--- config.mk ---
export PLATFORM = sky130hd
export DESIGN_NAME = dcache_ctrl
export DESIGN_NICKNAME = d
export VERILOG_FILES = /design/src/hw/dcache_pkg.sv /design/src/hw/dcache_ctrl.sv
export VERILOG_INCLUDE_DIRS = /design/src /design/src/hw
export SDC_FILE = /design/constraint.sdc
export NUM_CORES = 1
export LEC_CHECK = 0
export ABC_AREA = 0
export BUFFER_PORTS_ARGS = -buffer_cell sky130_fd_sc_hd__clkbuf_2
export CORE_AREA = 2 2 239 241
export CTS_CLUSTER_DIAMETER = 60
export DETAILED_ROUTE_END_ITERATION = 6
export DIE_AREA = 0 0 241 243
export PLACE_DENSITY_LB_ADDON = 0.08
export SLEW_MARGIN = 15
export SYNTH_ARGS = -nofsm -noshare
export SYNTH_HDL_FRONTEND = slang
export SYNTH_SLANG_ARGS = --single-unit
--- constraint.sdc ---
create_clock -name clk -period 5.23 [get_ports clk]
set_input_delay 1.046 -clock clk [delete_from_list [all_inputs] [get_ports clk]]
set_output_delay 1.046 -clock clk [all_outputs]
set_load 0.01 [all_outputs]
--- src/hw/dcache_settings.svh ---
`ifndef DCACHE_SETTINGS_SVH
`define DCACHE_SETTINGS_SVH

// Data and address width
`define DCACHE_XLEN 32

// One word per line, direct mapped
`define DCACHE_LINES 64

// Outstanding misses
`define DCACHE_MSHRS 4

`define DCACHE_ID_W 4

`endif
--- src/hw/dcache_pkg.sv ---
`include "dcache_settings.svh"

package dcache_pkg;

    typedef logic [`DCACHE_XLEN-1:0] word_t;
    typedef logic [`DCACHE_XLEN-1:0] addr_t;

    // Index sits just above the byte offset
    typedef logic [$clog2(`DCACHE_LINES)-1:0] index_t;
    typedef logic [`DCACHE_XLEN-$clog2(`DCACHE_LINES)-3:0] tag_t;

    typedef logic [`DCACHE_ID_W-1:0] req_id_t;

    typedef enum logic [1:0] {
        SIZE_BYTE = 2'd0,
        SIZE_HALF = 2'd1,
        SIZE_WORD = 2'd2
    } mem_size_e;

    // One outstanding miss, oldest first in the MSHR file
    typedef struct packed {
        logic      valid;
        logic      is_store;
        mem_size_e size;
        addr_t     addr;
        word_t     wdata;   // Store data merged at fill time
        req_id_t   id;
    } mshr_entry_t;

endpackage

--- src/hw/dcache_ctrl.sv ---
`timescale 1ns/1ps

module dcache_ctrl (
    input  logic                    clk,
    input  logic                    rst,
    input  logic                    req_valid,
    input  logic                    req_store,
    input  dcache_pkg::mem_size_e   req_size,
    input  dcache_pkg::addr_t       req_addr,
    input  dcache_pkg::word_t       req_wdata,
    input  dcache_pkg::req_id_t     req_id,
    output logic                    req_ready,
    output logic                    resp_valid,
    output dcache_pkg::req_id_t     resp_id,
    output dcache_pkg::word_t       resp_rdata,
    output logic                    mem_req_valid,
    output logic                    mem_req_write,
    output dcache_pkg::addr_t       mem_req_addr,
    output dcache_pkg::word_t       mem_req_wdata,
    input  logic                    mem_req_ready,
    input  logic                    mem_resp_valid,
    input  dcache_pkg::word_t       mem_resp_data,
    input  logic                    rd_valid,
    input  logic                    rd_dirty,
    input  dcache_pkg::tag_t        rd_tag,
    input  dcache_pkg::word_t       rd_data,
    input  dcache_pkg::word_t       lookup_value,
    input  dcache_pkg::word_t       lookup_merged,
    input  dcache_pkg::word_t       fill_value,
    input  dcache_pkg::word_t       fill_merged,
    input  logic                    full,
    input  logic                    conflict,
    input  logic                    empty,
    input  dcache_pkg::mshr_entry_t oldest,
    input  logic                    fill_pending,
    output logic                    wr_en,
    output dcache_pkg::index_t      wr_index,
    output dcache_pkg::tag_t        wr_tag,
    output dcache_pkg::word_t       wr_data,
    output logic                    wr_dirty,
    output logic                    alloc,
    output dcache_pkg::mshr_entry_t alloc_entry,
    output logic                    retire,
    output logic                    fill_issued
);

    import dcache_pkg::*;

    index_t req_index;
    tag_t   req_tag;
    logic   hit;
    logic   victim_dirty;
    addr_t  victim_addr;
    logic   accept;
    logic   new_wb;
    logic   out_free;
    logic   load_out;
    logic   next_write;
    addr_t  next_addr;
    word_t  next_wdata;
    logic   wb_pend_valid;
    addr_t  wb_pend_addr;
    word_t  wb_pend_data;

    assign req_index = req_addr[2 +: $bits(index_t)];
    assign req_tag = req_addr[$bits(addr_t)-1 -: $bits(tag_t)];

    assign hit = rd_valid && (rd_tag == req_tag);
    assign victim_dirty = rd_valid && rd_dirty && !hit;
    assign victim_addr = {rd_tag, req_index, 2'b00};

    // Stall on fills, conflicts, a full MSHR file or a taken writeback slot
    assign req_ready = !mem_resp_valid && !conflict && !full
                       && !(victim_dirty && wb_pend_valid);
    assign accept = req_valid && req_ready;
    assign alloc = accept && !hit;
    assign new_wb = alloc && victim_dirty;
    assign retire = mem_resp_valid && !empty;

    assign alloc_entry = '{
        valid:    1'b1,
        is_store: req_store,
        size:     req_size,
        addr:     req_addr,
        wdata:    req_wdata,
        id:       req_id
    };

    // Fills take the array write port over store hits
    always_comb begin
        wr_en = 1'b0;
        wr_index = req_index;
        wr_tag = req_tag;
        wr_data = lookup_merged;
        wr_dirty = 1'b1;
        if (retire) begin
            wr_en = 1'b1;
            wr_index = oldest.addr[2 +: $bits(index_t)];
            wr_tag = oldest.addr[$bits(addr_t)-1 -: $bits(tag_t)];
            wr_data = oldest.is_store ? fill_merged : mem_resp_data;
            wr_dirty = oldest.is_store;
        end else if (accept && hit && req_store) begin
            wr_en = 1'b1;
        end
    end

    assign out_free = !mem_req_valid || mem_req_ready;

    // Writebacks always go ahead of the next fill read
    always_comb begin
        load_out = 1'b1;
        fill_issued = 1'b0;
        next_write = 1'b1;
        next_addr = wb_pend_addr;
        next_wdata = wb_pend_data;
        if (!wb_pend_valid) begin
            if (new_wb) begin
                next_addr = victim_addr;
                next_wdata = rd_data;
            end else if (fill_pending) begin
                next_write = 1'b0;
                next_addr = {oldest.addr[$bits(addr_t)-1:2], 2'b00};
                next_wdata = '0;
                fill_issued = out_free;
            end else begin
                load_out = 1'b0;
            end
        end
    end

    always_ff @(posedge clk or posedge rst) begin
        if (rst) begin
            resp_valid <= 1'b0;
            mem_req_valid <= 1'b0;
            wb_pend_valid <= 1'b0;
        end else begin
            resp_valid <= retire || (accept && hit);
            if (out_free) begin
                mem_req_valid <= load_out;
            end
            if (out_free && wb_pend_valid) begin
                wb_pend_valid <= 1'b0;
            end else if (!out_free && new_wb) begin
                wb_pend_valid <= 1'b1;  // Park the victim while the channel is busy
            end
        end
    end

    always_ff @(posedge clk) begin
        if (retire) begin
            resp_id <= oldest.id;
            resp_rdata <= oldest.is_store ? '0 : fill_value;
        end else if (accept) begin
            resp_id <= req_id;
            resp_rdata <= req_store ? '0 : lookup_value;
        end
        if (out_free && load_out) begin
            mem_req_write <= next_write;
            mem_req_addr <= next_addr;
            mem_req_wdata <= next_wdata;
        end
        if (!out_free && new_wb) begin
            wb_pend_addr <= victim_addr;
            wb_pend_data <= rd_data;
        end
    end

endmodule

**Word level (Yosys, flattened, before mapping)**

Cells that the tools add are included.

- Output and inout bits: 243
- Bits of input ports: 370
- Register bits after elaboration: 166
- Word-level logic and storage cells: 69

- Reductions and logical operators: 29
- Eq/ne operators: 1
- Muxes and demuxes: 28

Operator list:

| cell | count |
|---|---|
| $mux W32 | 12 |
| $eq A24 B24 Y1 | 1 |
| $mux W24 | 1 |
| $logic_and A1 B1 Y1 | 16 |
| $mux W1 | 12 |
| $logic_not A1 Y1 | 8 |
| $mux W4 | 2 |
| $mux W6 | 1 |
| $reduce_bool A2 Y1 | 2 |
| $logic_or A1 B1 Y1 | 2 |
| $reduce_or A2 Y1 | 1 |

**Depth between registers and ports, before layout**

Gate-level depths: netlist of the first run.

- Word-level depth: 13
- Gate-level depth with buffers: 7

**Worst setup path before layout of the first run**

OpenSTA, ideal clock, no wires.

- Path type: input to register
- Start point: input port conflict
- End point: register mem_req_addr[10], enable pin
- Arrival: 6281 ps
- Path slack: -1631 ps
- Data required time: 4650 ps
- Stages: 5
- Path through: nor3_1 > nand2_1 > nor2_1 > o21ai_0 > a21boi_0

- Word-level cells in the longest chain between the ends: 10

RTL lines:

| item | RTL line | RTL |
|---|---|---|
| start, declared | dcache_ctrl.sv:32 | `input logic conflict,` |
| $logic_not A1 Y1 | dcache_ctrl.sv:73 | `assign req_ready = !mem_resp_valid && !conflict && !full` |
| $logic_and A1 B1 Y1 (2 in a row) | dcache_ctrl.sv:73 |  |
| $logic_and A1 B1 Y1 | dcache_ctrl.sv:74 | `&& !(victim_dirty && wb_pend_valid);` |
| $logic_and A1 B1 Y1 | dcache_ctrl.sv:75 | `assign accept = req_valid && req_ready;` |
| $logic_and A1 B1 Y1 | dcache_ctrl.sv:76 | `assign alloc = accept && !hit;` |
| $logic_and A1 B1 Y1 | dcache_ctrl.sv:77 | `assign new_wb = alloc && victim_dirty;` |
| $mux W1 | dcache_ctrl.sv:117 | `if (new_wb) begin` |
| $mux W1 | dcache_ctrl.sv:116 | `if (!wb_pend_valid) begin` |
| $logic_and A1 B1 Y1 | dcache_ctrl.sv:157 | `if (out_free && load_out) begin` |
| end signal, assigned | dcache_ctrl.sv:159 | `mem_req_addr <= next_addr;` |
| end, declared | dcache_ctrl.sv:18 | `output dcache_pkg::addr_t mem_req_addr,` |

No other way between the ends.
A chain may end at the register's enable or synchronous reset.

**Final worst setup path of the first run**

- Start point: input port req_addr[30]
- End point: output port wr_en

- Word-level cells in the longest chain between the ends: 12

RTL lines:

| item | RTL line | RTL |
|---|---|---|
| start, declared | dcache_ctrl.sv:9 | `input dcache_pkg::addr_t req_addr,` |
| $eq A24 B24 Y1 (*) | dcache_ctrl.sv:68 | `assign hit = rd_valid && (rd_tag == req_tag);` |
| $logic_and A1 B1 Y1 (*) | dcache_ctrl.sv:68 |  |
| $logic_not A1 Y1 | dcache_ctrl.sv:69 | `assign victim_dirty = rd_valid && rd_dirty && !hit;` |
| $logic_and A1 B1 Y1 | dcache_ctrl.sv:69 |  |
| $logic_and A1 B1 Y1 | dcache_ctrl.sv:74 |  |
| $logic_not A1 Y1 | dcache_ctrl.sv:74 |  |
| $logic_and A1 B1 Y1 | dcache_ctrl.sv:74 |  |
| $logic_and A1 B1 Y1 | dcache_ctrl.sv:75 |  |
| $logic_and A1 B1 Y1 (*) (2 in a row) | dcache_ctrl.sv:102 | `end else if (accept && hit && req_store) begin` |
| $mux W1 (*) | dcache_ctrl.sv:102 |  |
| $mux W1 (*) | dcache_ctrl.sv:96 | `if (retire) begin` |
| end, declared | dcache_ctrl.sv:36 | `output logic wr_en,` |

Every way passes the cells marked *; elsewhere a longest branch is shown, timed or not.

==> results.yml, run 1 <==
power:
  p_leak_nw: 6.00
  ir_drop_v: 0.000249
  power_density_nw_per_um2: 281
  power_mw: 3.42
critical_path:
  crit_required_ns: 4.18
  critPathLaunchType: "primary input"
  critPathLaunch: "req_addr[30]"
  reg2reg_from: "wb_pend_valid"
  cp_top_family: "simple AND/OR/NAND/NOR gates"
  path_class: "primary input to output port"
  cp_max_fo: 4
  path_common_cell: "clkbuf_2"
  crit_cells: 7
  cp_data_arrival_time_ns: 3.10
  cp-end-kind: "output port"
  critPathBufInv: 2
  crit_path_cell_trace: "clkbuf_2 > xnor2_1 > nand4_1 > or4_4 > nor2_1 > a41o_1 > clkbuf_2"
  slowest_stage: "or4_4"
  cpPeakStageDelay_ns: 0.61
  reg2regPathDepth: 5
sta:
  relSlewSlack_pct: 31.0
  post-route-period-util_pct: 79.3
  grt_setup_unrepaired: "false"
  hold_viol_final: 0
  min_period_ns: 4.15
  finClkSkew_ns: 0.0103
  timing.hold.ws_ns: 0.425
  tightestPinTransition_ns: 1.03
  finalMaxSlewViolations: 0
  tns_ns: 0
  setup-violations-final: 0
  max_freq_ghz: 0.241
clocking:
  cts_made_buffers: 17
  cts_resized: 0
  root_buffer: "clkbuf_16"
  clk_pin_slew_worst_paths_ns: 0.06
  cts_buffer_depth: 2
  holdBufCountCts: 0
  cts_setup_buffers: 0
  htreeDepth: 4
  worstSkewPairLatency_ns: 0.48
  cts.sinks: 164
  cts_tree: "done"
run_status:
  outcome: "finished, final reports clean"
global_routing:
  grt_pass1_wl_mm: 53.9
  antenna_found_initial: 2
  grt_max_degree: 64
  grt.total_usage_pct: 13.3
  grt_pass1_vias: 7098
  grt_overflow: 0
route:
  antenna_left: 0
  totalWireLength_mm: 39.0
  drc: 0
  wire_per_inst_um: 19.7
  via_count: 7123
  dr.pass1.iters: 4
  viasPerCell: 3.60
  drt_iter0_markers: 294
placement:
  hpwl_mm: 29.9
  port_buffers: 500
  gp_congestion: 0.892
synthesis:
  ys_warn_count: 0
  synthCells: 792
  synth_cell_type_count: 35
  synth_most_common_cell: "nand2_1"
  yosysTopAreaCell: "edfxtp_1"
  syn_avg_cell_area_um2: 11.0
  synth-seq-area-share_pct: 56.3
  yosys-top-cells-area: "edfxtp_1 55%, nand2_1 11%, mux2i_1 7.4%"
  synth_edf_count: 161
  synthTopCellsByCount: "261 x nand2_1, 161 x edfxtp_1, 74 x buf_4, 64 x mux2i_1, 36 x inv_1"
  netlist_area_um2: 8710
  synth_top_area_share_pct: 55.5
  ys.flop_type: "edfxtp_1"
  synthArstFlopShare_pct: 1.83
  ys_ff_latch: 164
die:
  ios: 613
  start_util_pct: 15.6
  coreArea_um2: 56000
  die_area_um2: 58600
  floorplan.rows: 87
  die_h_um: 243
  die_w_um: 241
min_path:
  hold_class: "primary input to asynchronous set/reset pin"
cells_and_area:
  diodes: 0
  area_delta_synth_final_pct: 39.5
  drive_gt1_share_pct: 47.4
  fin_nets: 1579
flow_run:
  drv_cap: 0
[power breakdown]
group | switching (mW) | leakage [nW] | internal, mW
sequential | 0.0168 | 1.53 | 1.51
clock | 0.598 | 0.289 | 0.706
combinational | 0.344 | 4.18 | 0.242
total | 0.958 | 6.00 | 2.46
[layer usage]
layer	up-vias	part of all wire, %	GRT usage (%)
li1	3477	-	-
met1	3344	42	16.1
met2	242	49	21.9
met3	56	6.6	4.46
met4	4	2.2	4.68
met5	-	0.067	0
[flip-flops by register name, summed over array words and instances, names as in the netlist]
signal / flops
mem_req_valid: 1
mem_req_wdata: 32
mem_req_addr: 30
resp_valid: 1
resp_id: 4
wb_pend_addr: 30
wb_pend_valid: 1
resp_rdata: 32
mem_req_write: 1
wb_pend_data: 32
[cells by family after synthesis]
logic type                count (synthesis)  share of synthesized area, %
and+or+nand+nor                         283                          12.6
xor gates and xnor gates                 24                          2.41
AOI/OAI and AO/OA                        73                          5.86
muxes                                    94                          12.1
buffers and inverters                   152                          10.6
DFF                                     164                          56.3
other                                     2                        0.0862
[layout make-up]
cell class	instances	area, um2
flip-flops and latches	164	4910
well taps	756	946
clock buffers	17	425
clock inverters	15	155
repair buffers	513	2640
fillers	6271	43800
multi-input cells	477	2950
inverters	36	135
[stage by stage]
stage	setup slack (ns)	util [%]	cells	cell area (um2)
6_report	1.08	21.7	1978	12200
5_1_grt	0.980	21.7	1978	12200
4_1_cts	1.03	21.7	1978	12200
3_5_place_dp	1.04	20.7	1946	11600
3_3_place_gp	1.04	20.7	1946	11600
2_1_floorplan	0.0812	-	793	8720
[worst paths after layout]
path	end	slack, ns
max reg2reg	wb_pend_data[4]	2.66
max	wr_en	1.08
min in group clk	mem_req_wdata[18]	0.60
max in group asynchronous	mem_req_valid	4.66
min reg2reg	mem_req_wdata[18]	0.60
min	resp_valid	0.43
[layout by cell type (no fill, tap or decap), drive strengths merged]
cell,synthesis,final
or4,1,1
nor2,6,6
xor2,11,11
o21ai,35,35
a21oi,1,1
nor2b,2,2
mux2i,64,64
nand4,3,3
a41o,1,1
nor3,3,3
dfrtp,3,3
nand3,2,2
xnor2,13,13
nor4,2,2
clkbuf,34,517
o2111a,1,1
clkinv,0,9
a22o,32,32
conb,2,3
nand2,261,261
a311oi,1,1
inv,36,40
and3,1,1
a21boi,1,1
a31o,1,1
edfxtp,161,161
bufinv,0,2
nand2b,2,2
buf,82,13
mux2,30,30
(Power assumes the default switching activity.)
==> run 2: changes to the inputs <==
Settings changed: ABC_AREA 0 to 1, CORE_AREA 2 2 239 241 to 2 2 237 239, DIE_AREA 0 0 241 243 to 0 0 239 241.
Clock period 5.23 ns to 3.9 ns, I/O delays scaled along.
==> run 2 against run 1 <==
Utilization increased by 1.1 points. Synthesized cell count up 38%. Non-clock buffer count up 15. Final cell count increased by 12%. Global-route usage increased by 2.6 points. Clock skew is 0.0041 ns higher.
==> results.yml, run 2 <==
run_status:
  outcome: "finished, final reports clean"
critical_path:
  cp-end-kind: "output port"
  reg2regPathDepth: 5
  cp_max_fo: 3
  cpPeakStageDelay_ns: 0.40
  slowest_stage: "xnor2_1"
  critPathLaunchType: "primary input"
  cp_top_family: "simple AND/OR/NAND/NOR gates"
  r2r_end: "wb_pend_addr[25]"
  crit_required_ns: 3.12
  crit_path_cell_trace: "clkbuf_2 > xnor2_1 > buf_4 > nand4_1 > nor2_1 > nand3_1 > nor2_1 > nand4_1 > o21ai_0 > clkbuf_2"
  cp_data_arrival_time_ns: 2.65
  critPathBufInv: 3
  path_class: "primary input to output port"
  reg2reg_from: "wb_pend_valid"
  worst-r2r-setup-slack_ns: 1.72
clocking:
  htreeDepth: 4
  cts_tree: "done"
  cts_resized: 0
  root_buffer: "clkbuf_16"
  holdBufCountCts: 0
  cts_made_buffers: 17
  clk_pin_slew_worst_paths_ns: 0.07
  cts.sinks: 164
  cts_buffer_depth: 2
  worstSkewPairLatency_ns: 0.49
  cts_setup_buffers: 0
sta:
  finalMaxSlewViolations: 0
  min_period_ns: 3.43
  tns_ns: 0
  setup-violations-final: 0
  finClkSkew_ns: 0.0144
  grt_setup_unrepaired: "false"
  relSlewSlack_pct: 54.4
  hold_viol_final: 0
  post-route-period-util_pct: 87.9
  max_freq_ghz: 0.292
  tightestPinTransition_ns: 0.677
route:
  via_count: 8876
  totalWireLength_mm: 46.4
  wire_per_inst_um: 20.9
  drc: 0
  drt_iter0_markers: 359
  antenna_left: 0
  dr.pass1.iters: 4
  viasPerCell: 4.00
synthesis:
  synth_cell_type_count: 25
  synth_edf_count: 161
  synthCells: 1090
  yosys-top-cells-area: "edfxtp_1 53%, nand2_1 15%, o21ai_0 7.2%"
  synth_top_area_share_pct: 52.9
  yosysTopAreaCell: "edfxtp_1"
  syn_avg_cell_area_um2: 8.38
  synthArstFlopShare_pct: 1.83
  netlist_area_um2: 9130
  synthTopCellsByCount: "373 x nand2_1, 161 x edfxtp_1, 132 x o21ai_0, 130 x nand3_1, 78 x buf_4"
  ys.flop_type: "edfxtp_1"
  synth_most_common_cell: "nand2_1"
  ys_warn_count: 0
  synth-seq-area-share_pct: 53.8
  ys_ff_latch: 164
global_routing:
  grt_pass1_vias: 8899
  grtUsageMet3_pct: 4.60
  grt.total_usage_pct: 15.9
  grt_use_met2_pct: 29.0
  use_met1_pct: 16.8
  grt_pass1_wl_mm: 63.7
  grt_max_degree: 55
  antenna_found_initial: 2
  busiest_layer: "met2"
  grt_overflow: 0
cells_and_area:
  diodes: 0
  fin_nets: 1870
  largestRegisters: "mem_req_wdata x32, resp_rdata x32, wb_pend_data x32"
  fillers: 6191
  layout_common_cells: "500 x clkbuf_2, 372 x nand2_1, 161 x edfxtp_1"
  instances_no_fill: 2217
  layout_commonest_cell: "clkbuf_2"
  drive_gt1_share_pct: 37.6
  area_delta_synth_final_pct: 37.4
power:
  ir_drop_v: 0.000358
  p_leak_nw: 5.94
  power_density_nw_per_um2: 360
die:
  die_area_um2: 57600
  die_w_um: 239
  coreArea_um2: 54900
  ios: 613
  floorplan.rows: 86
  die_h_um: 241
  start_util_pct: 16.6
placement:
  port_buffers: 500
  hpwl_mm: 37.0
  dp.cells: 2185
  gp_congestion: 0.814
min_path:
  hold_class: "primary input to asynchronous set/reset pin"
flow_run:
  drv_cap: 0
-- run 2: cell types whose count changed in the layout (fill, tap and decap cells not counted), sizes merged, moves of 3 or more --
cell	previous run	this run
mux2i	64	0
mux2	30	0
xor2	11	2
buf	13	28
nor2	6	60
nand2	261	373
a21oi	1	4
a22o	32	0
nand3	2	130
o21ai	35	140
inv	40	65
xnor2	13	5
-- run 2: cells by family after synthesis --
group | Yosys count | share of synthesized area [%]
AO/OA/AOI/OAI | 144 | 7.89
XOR/XNOR | 7 | 0.671
other | 2 | 0.0822
AND/OR/NAND/NOR | 573 | 25.7
buffers and inverters | 200 | 11.9
flip-flops | 164 | 53.8
-- run 2: cell type report --
class                   count  area (um2)  share of cell area [%]
well taps                 704         881                    7.02
multi-input cells         727        3170                    25.3
clock inverters            13         119                   0.947
clock buffers              19         433                    3.45
inverters                  62         234                    1.86
repair buffers            528        2800                    22.3
flip-flops and latches    164        4910                    39.1
-- run 2: worst max-delay path by stage --
stage            startpoint               end  slack [ns]  depth (start not counted)
2_1_floorplan    rd_tag[20]  wb_pend_addr[10]        0.16                         13
3_3_place_gp     rd_tag[18]             wr_en        0.35                         10
3_5_place_dp   req_addr[26]             wr_en        0.34                         10
4_1_cts        req_addr[26]             wr_en        0.32                         10
5_1_grt        req_addr[26]             wr_en        0.30                         10
6_report       req_addr[26]             wr_en        0.47                         10
-- run 2: worst reg2reg max path, delay by kind of cell, from the launching register on --
family                 cells  cell delay (ns)
flip-flops                 1             0.50
AND/OR/NAND/NOR            2             0.33
buffers and inverters      3             0.97
-- run 2: report_power, final --
group / total (mW) / switching (mW) / internal (mW) / leakage [nW]
combinational: 0.805 / 0.502 / 0.303 / 4.11
clock: 1.68 / 0.851 / 0.832 / 0.262
sequential: 2.03 / 0.0191 / 2.01 / 1.57
total: 4.52 / 1.37 / 3.15 / 5.94
-- run 2: routing by layer --
metal,routed length (um),vias up
met5,30,-
met4,1770,4
met3,2830,73
met2,24500,323
met1,17200,4108
li1,-,4368
-- run 2: through the flow --
step	util (%)	power (mW)	worst slack, ns	hold WS (ns)	area (um2)
global route	22.9	4.75	0.297	0.149	12500
CTS	22.9	4.65	0.324	0.144	12500
finish	22.9	4.52	0.472	0.171	12500
floorplan	-	2.46	0.159	0.515	9140
detailed placement	21.9	2.91	0.342	0.528	12000
global placement	21.9	2.92	0.351	0.520	12000
